### src/hw/aq32_pkg.sv
package aq32_pkg;

    //////////////////////////////
    // CPU bus
    //////////////////////////////
    typedef logic [31:0] addr_t;     // Byte address
    typedef logic [31:0] data_t;     // Data word
    typedef logic [3:0]  bytesel_t;  // One enable per byte lane

    //////////////////////////////
    // Peripheral fields
    //////////////////////////////

    // UART character, bit 8 is the flag bit
    typedef logic [8:0]  esp_data_t;

    typedef logic [8:0]  scrx_t;     // Horizontal scroll in pixels
    typedef logic [7:0]  line_t;     // Video line, Y scroll, IRQ line
    typedef logic [1:0]  gfx_mode_t;
    typedef logic [15:0] key_t;      // Keyboard buffer entry

    typedef logic [15:0] tram_word_t;  // Character and attribute

    //////////////////////////////
    // Address map
    //////////////////////////////

    // 4 KB pages, matched against address bits 31:12
    localparam logic [19:0] PAGE_REGS = 20'h00002;
    localparam logic [19:0] PAGE_TRAM = 20'h00006;

    // Register word offsets, address bits 7:2
    localparam logic [5:0] REG_ESPCTRL  = 6'h00;  // 0x2000
    localparam logic [5:0] REG_ESPDATA  = 6'h01;  // 0x2004
    localparam logic [5:0] REG_VCTRL    = 6'h02;  // 0x2008
    localparam logic [5:0] REG_VSCRX    = 6'h03;  // 0x200C
    localparam logic [5:0] REG_VSCRY    = 6'h04;  // 0x2010
    localparam logic [5:0] REG_VLINE    = 6'h05;  // 0x2014
    localparam logic [5:0] REG_VIRQLINE = 6'h06;  // 0x2018
    localparam logic [5:0] REG_KEYBUF   = 6'h07;  // 0x201C

    //////////////////////////////
    // ESP control register
    //////////////////////////////

    // Sticky flag positions, same bit reads status and clears it
    localparam int unsigned ESPCTRL_OVF_BIT  = 4;
    localparam int unsigned ESPCTRL_FERR_BIT = 3;

endpackage

### src/hw/aq32_bus_decode.sv
`timescale 1ns/1ps

module aq32_bus_decode import aq32_pkg::*; (
    input  logic       clk,
    input  logic       reset,

    // CPU side
    input  addr_t      cpu_addr,
    input  logic       cpu_strobe,
    input  logic       cpu_wren,
    output logic       cpu_wait,
    output data_t      cpu_rddata,

    // Region selects and their read data
    output logic       regs_sel,
    input  data_t      regs_rddata,
    output logic       tram_sel,
    input  tram_word_t tram_rddata
);

    logic [19:0] page;
    logic [10:0] prev_word;     // Word address seen last cycle
    logic        prev_vld;
    logic        word_changed;

    //////////////////////////////
    // Region decode
    //////////////////////////////
    assign page = cpu_addr[31:12];

    assign regs_sel = cpu_strobe && (page == PAGE_REGS);
    assign tram_sel = cpu_strobe && (page == PAGE_TRAM);

    //////////////////////////////
    // Wait generation
    //////////////////////////////

    // The text RAM registers its read address every cycle, so
    // its output matches whatever address was on the bus last cycle
    always_ff @(posedge clk) begin
        prev_word <= cpu_addr[11:1];
    end

    // Address history is unknown until the first edge after reset
    always_ff @(posedge clk or posedge reset) begin
        if (reset) begin
            prev_vld <= 1'b0;
        end else begin
            prev_vld <= 1'b1;
        end
    end

    assign word_changed = !prev_vld || (prev_word != cpu_addr[11:1]);

    always_comb begin
        cpu_wait = 1'b0;
        if (tram_sel && !cpu_wren) begin
            cpu_wait = word_changed;  // One cycle, then data valid
        end
    end

    //////////////////////////////
    // Read data mux
    //////////////////////////////
    always_comb begin
        cpu_rddata = '0;        // Unmapped pages read zero
        if (regs_sel) begin
            cpu_rddata = regs_rddata;
        end
        if (tram_sel) begin
            cpu_rddata = {tram_rddata, tram_rddata};  // Same word on both halves
        end
    end

endmodule

### config.mk
export PLATFORM = sky130hd
export DESIGN_NAME = aq32_bus_decode
export DESIGN_NICKNAME = d
export VERILOG_FILES = /design/src/hw/aq32_pkg.sv /design/src/hw/aq32_bus_decode.sv
export SDC_FILE = /design/constraint.sdc
export NUM_CORES = 1
export LEC_CHECK = 0
export BUFFER_PORTS_ARGS = -buffer_cell sky130_fd_sc_hd__buf_2
export CORE_AREA = 2 2 64 66
export CTS_CLUSTER_DIAMETER = 80
export CTS_CLUSTER_SIZE = 16
export DETAILED_ROUTE_END_ITERATION = 8
export DIE_AREA = 0 0 66 68
export PLACE_DENSITY = 0.76
export SKIP_CTS_REPAIR_TIMING = 1
export SYNTH_ARGS = -nofsm -noshare
export SYNTH_HDL_FRONTEND = slang
export SYNTH_SLANG_ARGS = --single-unit
### constraint.sdc
create_clock -name clk -period 1.2 [get_ports clk]
set_input_delay 0.24 -clock clk [delete_from_list [all_inputs] [get_ports clk]]
set_output_delay 0.24 -clock clk [all_outputs]
set_load 0.01 [all_outputs]
# Word level (Yosys, flattened, before mapping)
# Index checks and enable logic that the tools add are counted.
totals:
  register_bits: 12
  latch_bits: 0
  mem_bits_rw: 0
  rom_bits: 0
  input_bits: 84
  out_inout_bits: 35
  wordCells: 14
  n_memories: 0
classes:
  add_sub_neg: 0
  n_mul: 0
  div_mod_pow: 0
  n_lt_le_gt_ge: 0
  n_eq_ne: 3
  n_shift: 0
  muxes: 3
  bitwise_logic: 0
  n_reduce_logical: 6
op_table:
  columns: ["op", "n"]
  rows:
  - ["$mux W32", 2]
  - ["$eq A20 B2 Y1 const B", 1]
  - ["$eq A20 B3 Y1 const B", 1]
  - ["$ne A11 B11 Y1", 1]
  - ["$logic_and A1 B1 Y1", 3]
  - ["$logic_not A1 Y1", 2]
  - ["$logic_or A1 B1 Y1", 1]
  - ["$mux W1", 1]

# Logic depth before layout (Yosys ltp)
# Gate-level depths: netlist of the first run.
depth:
  ltp_word: 4
  depth_mapped: 4
  mapped_depth_nobuf: 3

# Worst setup path before layout of the first run
# No wires, ideal clock.
synth_timing:
  path_type: "input to output"
  from: "input port cpu_addr[18]"
  to: "output port cpu_rddata[0]"
  arrival_time_ns: 1.125
  t_required_ns: 0.960
  setup_slack_ns: -0.165
  path_stages: 4
  path_buffers: 1
  path_cell_list: "nor4_2 nand2_2 buf_6 nor3_2"
synth_between:
  elab_chain_cells: 4
  word_cells_on_any_way: 6
  classes_between: "eq/ne (2); mux (2); reduce/logical (2)"
synth_rtl:
  columns: ["element", "line_no", "text"]
  rows:
  - ["start: declaration", "aq32_bus_decode.sv:8", "input addr_t cpu_addr,"]
  - ["$eq A20 B2 Y1", "aq32_bus_decode.sv:31", "assign regs_sel = cpu_strobe && (page == PAGE_REGS);"]
  - ["$logic_and A1 B1 Y1", "aq32_bus_decode.sv:31", null]
  - ["$mux W32", "aq32_bus_decode.sv:67", "if (regs_sel) begin"]
  - ["$mux W32 (*)", "aq32_bus_decode.sv:70", "if (tram_sel) begin"]
  - ["end: declaration", "aq32_bus_decode.sv:12", "output data_t cpu_rddata,"]
# Every way passes the cells marked *; elsewhere a longest branch is shown, timed or not.

# Worst setup path in the final report of the first run
layout_timing:
  from: "register prev_word[3]"
  to: "output port cpu_wait"
layout_between:
  elab_chain_cells: 3
layout_rtl:
  columns: ["element", "line_no", "text"]
  rows:
  - ["start: declaration", "aq32_bus_decode.sv:22", "logic [10:0] prev_word;"]
  - ["start signal: assignment", "aq32_bus_decode.sv:41", "prev_word <= cpu_addr[11:1];"]
  - ["$ne A11 B11 Y1", "aq32_bus_decode.sv:53", "assign word_changed = !prev_vld || (prev_word != cpu_addr[11:1]);"]
  - ["$logic_or A1 B1 Y1", "aq32_bus_decode.sv:53", null]
  - ["$mux W1", "aq32_bus_decode.sv:57", "if (tram_sel && !cpu_wren) begin"]
  - ["end: declaration", "aq32_bus_decode.sv:11", "output logic cpu_wait,"]
# Every way passes these cells.

==> results of run 1 <==
[worst max-delay path, delay by kind of cell (launching register included)]
family	cells	cell delay [ns]
simple gates	1	0.29
xor+xnor	1	0.13
compound gates	1	0.07
buf+inv	2	0.32
flops	1	0.30
[per-stage QoR]
| stage | cell area, um^2 | setup slack (ns) | total power [mW] | hold WS, ns |
|---|---|---|---|---|
| 2_1_floorplan | 1270 | -0.137 | 0.592 | -0.0313 |
| 3_3_place_gp | 1950 | -0.376 | 0.781 | 0.0747 |
| 3_5_place_dp | 1950 | -0.397 | 0.792 | 0.0771 |
| 4_1_cts | 2000 | -0.430 | 1.16 | -0.182 |
| 5_1_grt | 2080 | -0.470 | 1.22 | 0.128 |
| 6_report | 2080 | -0.389 | 1.17 | 0.124 |
[power by group through the flow]
stage | Sequential, mW | Clock, mW | Combinational [mW]
2_1_floorplan | 0.436 | 0 | 0.156
3_3_place_gp | 0.437 | 0 | 0.345
3_5_place_dp | 0.438 | 0 | 0.354
4_1_cts | 0.430 | 0.379 | 0.355
5_1_grt | 0.432 | 0.385 | 0.403
6_report | 0.430 | 0.367 | 0.369
[per-layer routing]
metal | vias up | wire, um
met3 | 6 | 372
met5 | - | 0
met1 | 593 | 1210
met4 | 0 | 63
met2 | 84 | 2060
li1 | 667 | -
[cells by family after synthesis]
kind of cell	count (synthesis)	share of synthesized area, %
AND/OR/NAND/NOR	45	36.5
AO/OA/AOI/OAI	1	0.723
XOR/XNOR	11	7.95
other	1	0.309
multiplexers	32	26.4
buffers and inverters	12	7.84
flip-flops	12	20.2
[area by class of cell]
class                           instances  area, um^2
Tap cell                               50        62.6
Fill cell                             375        1770
Multi-Input combinational cell         90         942
Timing Repair Buffer                  129         779
Clock buffer                            4        45.0
Inverter                                2        7.51
Sequential cell                        12         245
[sequential cells by signal, indices dropped and copies added (netlist names)]
signal	cells
prev_vld	1
prev_word	11
[placed cells by master, fill, tap and decap left out]
cell type | netlist | final
nor4_4 | 0 | 3
nand3_4 | 0 | 1
buf_4 | 0 | 5
nor4_1 | 2 | 2
dfxtp_1 | 11 | 11
nor4b_4 | 1 | 2
nor3_1 | 4 | 1
dfrtp_1 | 1 | 1
mux2i_1 | 32 | 32
nand2_2 | 1 | 1
clkbuf_8 | 0 | 3
xnor2_1 | 3 | 3
xor2_1 | 8 | 8
nor3_4 | 0 | 1
a311oi_2 | 0 | 1
inv_1 | 2 | 2
and4_1 | 1 | 1
conb_1 | 1 | 1
buf_6 | 6 | 9
buf_12 | 0 | 4
nand4b_1 | 1 | 1
clkbuf_1 | 0 | 1
dlygate4sd3_1 | 0 | 1
buf_2 | 4 | 110
nor3_2 | 30 | 32
[worst max-delay path by stage]
stage	start	endpoint	slack [ns]	cells past startpoint
after CTS	prev_word[5]$_DFF_P_	cpu_wait	-0.43	5
after detailed placement	cpu_addr[22]	cpu_rddata[17]	-0.40	6
after global placement	cpu_addr[22]	cpu_rddata[11]	-0.38	6
after global routing	cpu_addr[22]	cpu_rddata[18]	-0.47	6
after floorplan	cpu_addr[22]	cpu_rddata[0]	-0.14	4
final	prev_word[3]$_DFF_P_	cpu_wait	-0.39	5
==> impl_metrics.csv, run 1 <==
group,metric,value,unit
hold_path,worstHoldPathCells,1,
layout,nNetsFinal,322,
timing,timing.fmax,629,MHz
synthesis,ys_seq_area_share,20.2,%
run_status,status,"finished with violations",
floorplan,dieWidth,66,um
layout,layout-drive-gt1-share,72.6,%
synthesis,synthDistinctLibCells,20,
power_and_ir_drop,internal-power,865,uW
power_and_ir_drop,switching_share,25.9,%
cts,clock_tree.buffer_depth,2,
timing,timing.final.setup_violations,35,
timing,timing.final.crit_share,132,%
cts,cts_made_buffers,3,
power_and_ir_drop,ir_worst_vdd,0.648,mV
timing,timing_hold_violations_final,0,
floorplan,row_count,23,
power_and_ir_drop,power_frac_clock,31.5,%
power_and_ir_drop,p_leak,1.03,nW
timing,grt_setup_unrepaired,"true",
hold_path,hold_path.class,"input port to flip-flop",
cts,total_number_of_clock_tree_sinks,12,
run_status,violations,"negative setup slack",
layout,instances_no_fill,287,
critical_path,critical_path.max_stage_delay,0.30,ns
critical_path,worst_ep_required_time,0.96,ns
placement,dp.final_hpwl,3020,um
flow_run,cap_viol_max_count,0,
global_routing,first_global_vias,1198,
floorplan,floorplan.die.height,68,um
floorplan,core,3860,um^2
timing,slew_viol_final,0,
layout,final_core_utilization,54.0,%
synthesis,netlist.top_cell.by_area,"mux2i_1",
drt,vias,1350,
global_routing,grt_pass1_wl,4980,um
synthesis,synth-warning-count,0,
placement,dpl.cell_count,281,
cts,cts.htree.levels,1,
synthesis,synth_top_cells_by_count,"32 x mux2i_1, 30 x nor3_2, 11 x dfxtp_1, 8 x xor2_1, 6 x buf_6",
power_and_ir_drop,combinationalPowerShare,31.6,%
critical_path,crit_path_cell_trace,"xor2_1, nor4_1, buf_4, a311oi_2, buf_2",
global_routing,grt_usage,14.5,%
drt,detailed_route_iter0_violations,12,
placement,gp_congestion,0.701,
synthesis,ys_ff_latch,12,
critical_path,timing_worst_setup_path_type,"flip-flop to output pin",
cts,tritoncts,"yes",
synthesis,synthCells,114,
layout,insertedDiodeCount,0,
power_and_ir_drop,power.density,560,nW/um^2
critical_path,worst_path_max_delay_cell,"dfxtp_1",
power_and_ir_drop,netSwitchingPower,302,uW
drt,route.final.wire_length,3710,um
critical_path,arrival,1.35,ns
critical_path,worst-path-max-fanout,1,
global_routing,use_met2,31.4,%
synthesis,netlist_top_cells_area,"mux2i_1 26%, nor3_2 25%, dfxtp_1 18%",
hold_path,hold_path.startpoint,"cpu_addr[5]",
global_routing,grt_remaining_overflow,0,
drt,avgRoutedWirePerCell,12.9,um
hold_path,timing.hold.worst_endpoint,"prev_word[4]$_DFF_P_",
placement,port-buffer-count,117,
timing,fin_setup_tns,-12.28,ns
synthesis,mappedNetlistNets,198,
global_routing,pin_count_of_the_biggest_net_entering_global_routing,27,
synthesis,number_of_enable_type_register_cells_in_the_synthesized_netlist,0,
timing,fin_ws,-0.389,ns
cts,clk_transition_reported_paths,0.05,ns
global_routing,grtUsageMet3,2.47,%
critical_path,timing.critical_path.to_type,"output pin",
cts,ctsRootBufferMaster,"clkbuf_8",
floorplan,floorplan.initialDensity,31.4,%
layout,syn_to_final_growth,71.7,%
synthesis,synth_top_area_share,26.4,%
global_routing,initial_antenna_violation_count,0,
synthesis,synth_area,1210,um^2
synthesis,synth_ff_type,"dfxtp_1",
floorplan,ioPinCount,119,
global_routing,gr-max-usage-layer,"met2",
power_and_ir_drop,flop_pwr_share,36.9,%
timing,post_layout_minimum_cycle_time,1.59,ns
synthesis,mean_post_synth_cell_area,10.6,um^2
drt,drt-pass1-iter-count,2,
synthesis,async_reset_ff_share,8.33,%
critical_path,critical_path.startpoint_type,"flip-flop",
synthesis,yosysMostFrequentCell,"mux2i_1",
drt,antenna_violating_nets_post_route,0,
global_routing,grt.met1_usage,12.3,%
floorplan,fp.dieArea,4490,um^2
drt,remaining_drc_errors,0,
drt,detail_route.vias_per_cell,4.70,
Note: power is estimated with default switching activity, not from simulation.
==> run 2: changes to the inputs <==
Settings changed: PLACE_DENSITY 0.76 to 0.75.
==> run 2 against run 1 <==
Net effect: clock-buffer cell count is the same; flip-flop and latch count is the same; first-iteration DRC count grew to 2.6 times the previous value; global-route usage grew 0.63 points; critical endpoint is now cpu_rddata[3]; core utilization grew 2.9 points; the run still ends with negative setup slack left; cell area grew 5.3%; clock power is essentially flat; cell count grew 0.70%; worst hold slack gained 0.0043 ns; wire length grew 7.8%; critical path depth grew 1; highest routed layer unchanged.
==> impl_metrics.csv, run 2 (synthesis gave the netlist of run 1 again) <==
group,metric,value,unit
run_status,status,"finished with violations",
run_status,violations,"negative setup slack",
power_and_ir_drop,netSwitchingPower,315,uW
drt,detail_route.vias_per_cell,4.66,
floorplan,dieWidth,66,um
drt,route.final.wire_length,3990,um
critical_path,critical_path.startpoint_type,"input port",
critical_path,arrival,1.37,ns
layout,biggest_register,"prev_word",
power_and_ir_drop,internal-power,871,uW
placement,dp.final_hpwl,3140,um
floorplan,floorplan.die.height,68,um
layout,layout.cells.most_common_list,"110 x buf_2, 32 x mux2i_1, 28 x nor3_2",
drt,detailed_route_iter0_violations,31,
placement,port-buffer-count,117,
layout,final_core_utilization,56.8,%
timing,whs,0.128,ns
global_routing,grt_usage,15.1,%
timing,post_layout_minimum_cycle_time,1.61,ns
cts,clk_transition_reported_paths,0.05,ns
timing,fin_ws,-0.408,ns
critical_path,critical_path.max_stage_delay,0.33,ns
cts,cts_made_buffers,3,
power_and_ir_drop,power.density,541,nW/um^2
critical_path,crit_path_cell_trace,"buf_2, nor4_4, nand2_4, clkbuf_16, nor3_2, buf_2",
critical_path,worst-path-max-fanout,13,
global_routing,grt_pass1_wl,5190,um
layout,flip_flop_count_of_the_largest_register_all_copies_and_words_added,11,
floorplan,ioPinCount,119,
critical_path,timing_worst_setup_path_type,"input port to output pin",
critical_path,worst_ep_required_time,0.96,ns
drt,vias,1346,
timing,timing.final.crit_share,134,%
drt,remaining_drc_errors,0,
cts,total_number_of_clock_tree_sinks,12,
layout,syn_to_final_growth,80.8,%
global_routing,pin_count_of_the_biggest_net_entering_global_routing,27,
global_routing,initial_antenna_violation_count,0,
critical_path,critical_path.most_common_cell,"buf_2",
power_and_ir_drop,switching_share,26.6,%
power_and_ir_drop,p_leak,1.13,nW
flow_run,cap_viol_max_count,0,
timing,grt_setup_unrepaired,"true",
layout,insertedDiodeCount,0,
drt,antenna_violating_nets_post_route,0,
hold_path,hold_path.class,"input port to flip-flop",
power_and_ir_drop,flop_pwr_share,36.2,%
global_routing,grt_remaining_overflow,0,
cts,ctsRootBufferMaster,"clkbuf_8",
layout,mostFrequentLayoutCell,"buf_2",
floorplan,floorplan.initialDensity,31.4,%
layout,instances_no_fill,289,
power_and_ir_drop,power_frac_clock,30.9,%
power_and_ir_drop,combinationalPowerShare,32.8,%
cts,clock_tree.buffer_depth,2,
layout,nNetsFinal,324,
critical_path,worst_path_max_delay_cell,"nor4_4",
floorplan,fp.dieArea,4490,um^2
drt,avgRoutedWirePerCell,13.8,um
layout,layout-drive-gt1-share,73.6,%
critical_path,timing.critical_path.to_type,"output pin",
timing,timing.fmax,622,MHz
global_routing,first_global_vias,1225,
timing,timing_hold_violations_final,0,
placement,place_ws,-0.429,ns
layout,reg_top3,"prev_word (11), prev_vld (1)",
floorplan,core,3860,um^2
timing,timing.final.setup_violations,35,
drt,drt-pass1-iter-count,2,
placement,gp_congestion,0.747,
power_and_ir_drop,power.total,1.19,mW
placement,dpl.cell_count,281,
cts,tritoncts,"yes",
timing,slew_viol_final,0,
cts,cts.htree.levels,1,
power_and_ir_drop,ir_worst_vdd,0.581,mV
floorplan,row_count,23,
## run 2: cell count changes in the layout (fill, tap and decap cells not counted)
cell       previous run  this run
nand2_2               1         0
buf_8                 0         1
nor3_2               32        28
nand2_4               0         1
nor3_1                1         0
buf_12                4         5
nor4_2                0         1
clkbuf_16             0         2
buf_6                 9         7
nor3_4                1         6
nor4_1                2         1
## run 2: per-stage QoR
stage	area [um^2]	setup TNS, ns
floorplan	1270	-4.41
global placement	1950	-12.09
detailed placement	1950	-12.73
CTS	2000	-13.01
global route	2190	-15.72
finish	2190	-13.18
## run 2: layer usage
layer	share of wire [%]	global-route usage, %
met1	34	14.3
met2	54	31.3
met3	11	2.80
met4	0.90	6.63
met5	0	0
## run 2: final cells by class
| class | count | area (um^2) |
|---|---|---|
| Clock buffer | 4 | 45.0 |
| Fill cell | 343 | 1660 |
| Timing Repair Buffer | 131 | 842 |
| Inverter | 2 | 7.51 |
| Sequential cell | 12 | 245 |
| Tap cell | 50 | 62.6 |
| Multi-Input combinational cell | 90 | 990 |
## run 2: path summary, 6_finish.rpt
check / cells after the start / endpoint / slack [ns] / start
min: 1 / prev_word[9]$_DFF_P_ / 0.13 / cpu_addr[10]
max in group asynchronous: 3 / prev_vld$_DFF_PP0_ / 0.72 / reset
max: 6 / cpu_rddata[3] / -0.41 / cpu_addr[16]
min in group asynchronous: 3 / prev_vld$_DFF_PP0_ / 0.39 / reset
## run 2: power by group through the flow
stage | combinational [mW] | clock, mW | sequential (mW)
4_1_cts | 0.361 | 0.378 | 0.430
6_report | 0.389 | 0.367 | 0.430
5_1_grt | 0.420 | 0.398 | 0.431
3_3_place_gp | 0.350 | 0 | 0.437
3_5_place_dp | 0.360 | 0 | 0.438
2_1_floorplan | 0.156 | 0 | 0.436
## run 2: worst max-delay path: cells and delay by family
family | cells | cell delay [ns]
buf+inv | 3 | 0.48
simple gates | 3 | 0.65
==> run 3: changes to the inputs <==
Settings changed: CELL_PAD_IN_SITES_DETAIL_PLACEMENT set to 0, CELL_PAD_IN_SITES_GLOBAL_PLACEMENT set to 1, CORE_AREA 2 2 64 66 to 2 2 78 80, CTS_BUF_LIST set to sky130_fd_sc_hd__clkbuf_16, DIE_AREA 0 0 66 68 to 0 0 80 82, PLACE_DENSITY 0.75 to 0.73.
==> run 3 against run 2 <==
Net effect: wire length fell by 9.2%; clock-buffer cell count fell by 1; setup slack improved by 0.028 ns; combinational power is 5.9% lower; total power is 18% higher; cell count rose by 6.9%; critical path depth is the same; the run still ends with negative setup slack left; non-clock buffer count is 5 lower; clock power rose by 65%; sequential share of layout area is 0.45 points higher; via count shrank 3.9%.
==> impl_metrics.csv, run 3 (synthesis gave the netlist of run 1 again) <==
group,metric,value,unit
drt,antenna_violating_nets_post_route,0,
cts,total_number_of_clock_tree_sinks,12,
layout,layout-drive-gt1-share,72.2,%
layout,final_core_utilization,36.7,%
drt,detail_route.vias_per_cell,4.18,
placement,place_ws,-0.392,ns
timing,timing.fmax,633,MHz
global_routing,grt_remaining_overflow,0,
global_routing,initial_antenna_violation_count,0,
power_and_ir_drop,power.total,1.40,mW
global_routing,pin_count_of_the_biggest_net_entering_global_routing,35,
floorplan,ioPinCount,119,
global_routing,grt_usage,10.1,%
floorplan,dieWidth,80,um
floorplan,floorplan.die.height,82,um
cts,cts_made_buffers,3,
cts,cts.htree.levels,1,
layout,nNetsFinal,319,
global_routing,first_global_vias,1213,
placement,port-buffer-count,117,
layout,biggest_register,"prev_word",
flow_run,cap_viol_max_count,0,
power_and_ir_drop,p_leak,1.02,nW
hold_path,hold_path.class,"input port to flip-flop",
floorplan,floorplan.initialDensity,21.1,%
critical_path,worst-path-max-fanout,26,
cts,tritoncts,"yes",
layout,layout.cells.most_common_list,"110 x buf_2, 32 x mux2i_1, 30 x nor3_2",
layout,multiInputGateArea,945,um^2
layout,instances_no_fill,309,
layout,insertedDiodeCount,0,
timing,fin_ws,-0.380,ns
layout,flip_flop_count_of_the_largest_register_all_copies_and_words_added,11,
timing,timing.final.setup_violations,35,
floorplan,fp.dieArea,6560,um^2
cts,clock_tree.buffer_depth,2,
drt,detailed_route_iter0_violations,32,
cts,clk_transition_reported_paths,0.04,ns
placement,gp_congestion,0.665,
cts,ctsRootBufferMaster,"clkbuf_16",
power_and_ir_drop,ir_worst_vdd,0.895,mV
placement,dpl.cell_count,304,
floorplan,core,5750,um^2
critical_path,arrival,1.34,ns
timing,timing_hold_violations_final,0,
floorplan,row_count,28,
layout,mostFrequentLayoutCell,"buf_2",
run_status,status,"finished with violations",
critical_path,timing.critical_path.to_type,"output pin",
drt,drt-pass1-iter-count,4,
critical_path,worst_ep_required_time,0.96,ns
layout,syn_to_final_growth,73.8,%
timing,post_layout_minimum_cycle_time,1.58,ns
drt,avgRoutedWirePerCell,11.7,um
layout,filler_cell_count,599,
power_and_ir_drop,power.density,665,nW/um^2
timing,fin_setup_tns,-11.99,ns
drt,remaining_drc_errors,0,
global_routing,grt_pass1_wl,5330,um
critical_path,timing_worst_setup_path_type,"input port to output pin",
critical_path,critical_path.startpoint_type,"input port",
placement,dp.final_hpwl,3030,um
run_status,violations,"negative setup slack",
layout,reg_top3,"prev_word (11), prev_vld (1)",
timing,grt_setup_unrepaired,"true",
layout,ff_latch_area,245,um^2
timing,timing.final.crit_share,132,%
drt,route.final.wire_length,3630,um
timing,slew_viol_final,0,
drt,vias,1293,
==> run 3: worst paths after layout <==
kind | start | to | cells after the start
max | cpu_addr[26] | cpu_rddata[19] | 6
min | cpu_addr[10] | prev_word[9]$_DFF_P_ | 1
min in group asynchronous | reset | prev_vld$_DFF_PP0_ | 3
max in group asynchronous | reset | prev_vld$_DFF_PP0_ | 3
==> run 3: per-layer routing <==
layer  track usage [%]  up-vias  part of all wire, %
met1              10.4      566                   36
met3              3.41        2                   13
met4              2.54        0                 0.52
met2              19.4       68                   51
met5                 0        -                    0
li1                  -      657                    -
==> run 3: area by class of cell <==
class,instances,share of cell area [%]
Timing Repair Buffer,126,35.0
Inverter,2,0.356
Multi-Input combinational cell,90,44.8
Clock buffer,3,3.56
Sequential cell,12,11.6
Clock inverter,1,0.178
Tap cell,75,4.45
==> run 3: worst max-delay path, cell delays in order <==
cell,delay (ns)
buf_6,0.09
nor4_4,0.32
nand3_4,0.15
buf_12,0.20
nor3_2,0.18
buf_2,0.15
==> run 3: per-stage QoR <==
step / instance area, um^2 / hold WS [ns]
after floorplan: 1270 / -0.0313
after global placement: 1960 / 0.0747
after detailed placement: 1960 / 0.0768
after CTS: 2040 / -0.175
after global routing: 2110 / 0.128
final: 2110 / 0.123
==> run 3: report_power, final <==
part           internal, mW  total (mW)  switching, mW
registers             0.422       0.430        0.00786
logic                 0.207       0.366          0.159
clock network         0.438       0.604          0.166
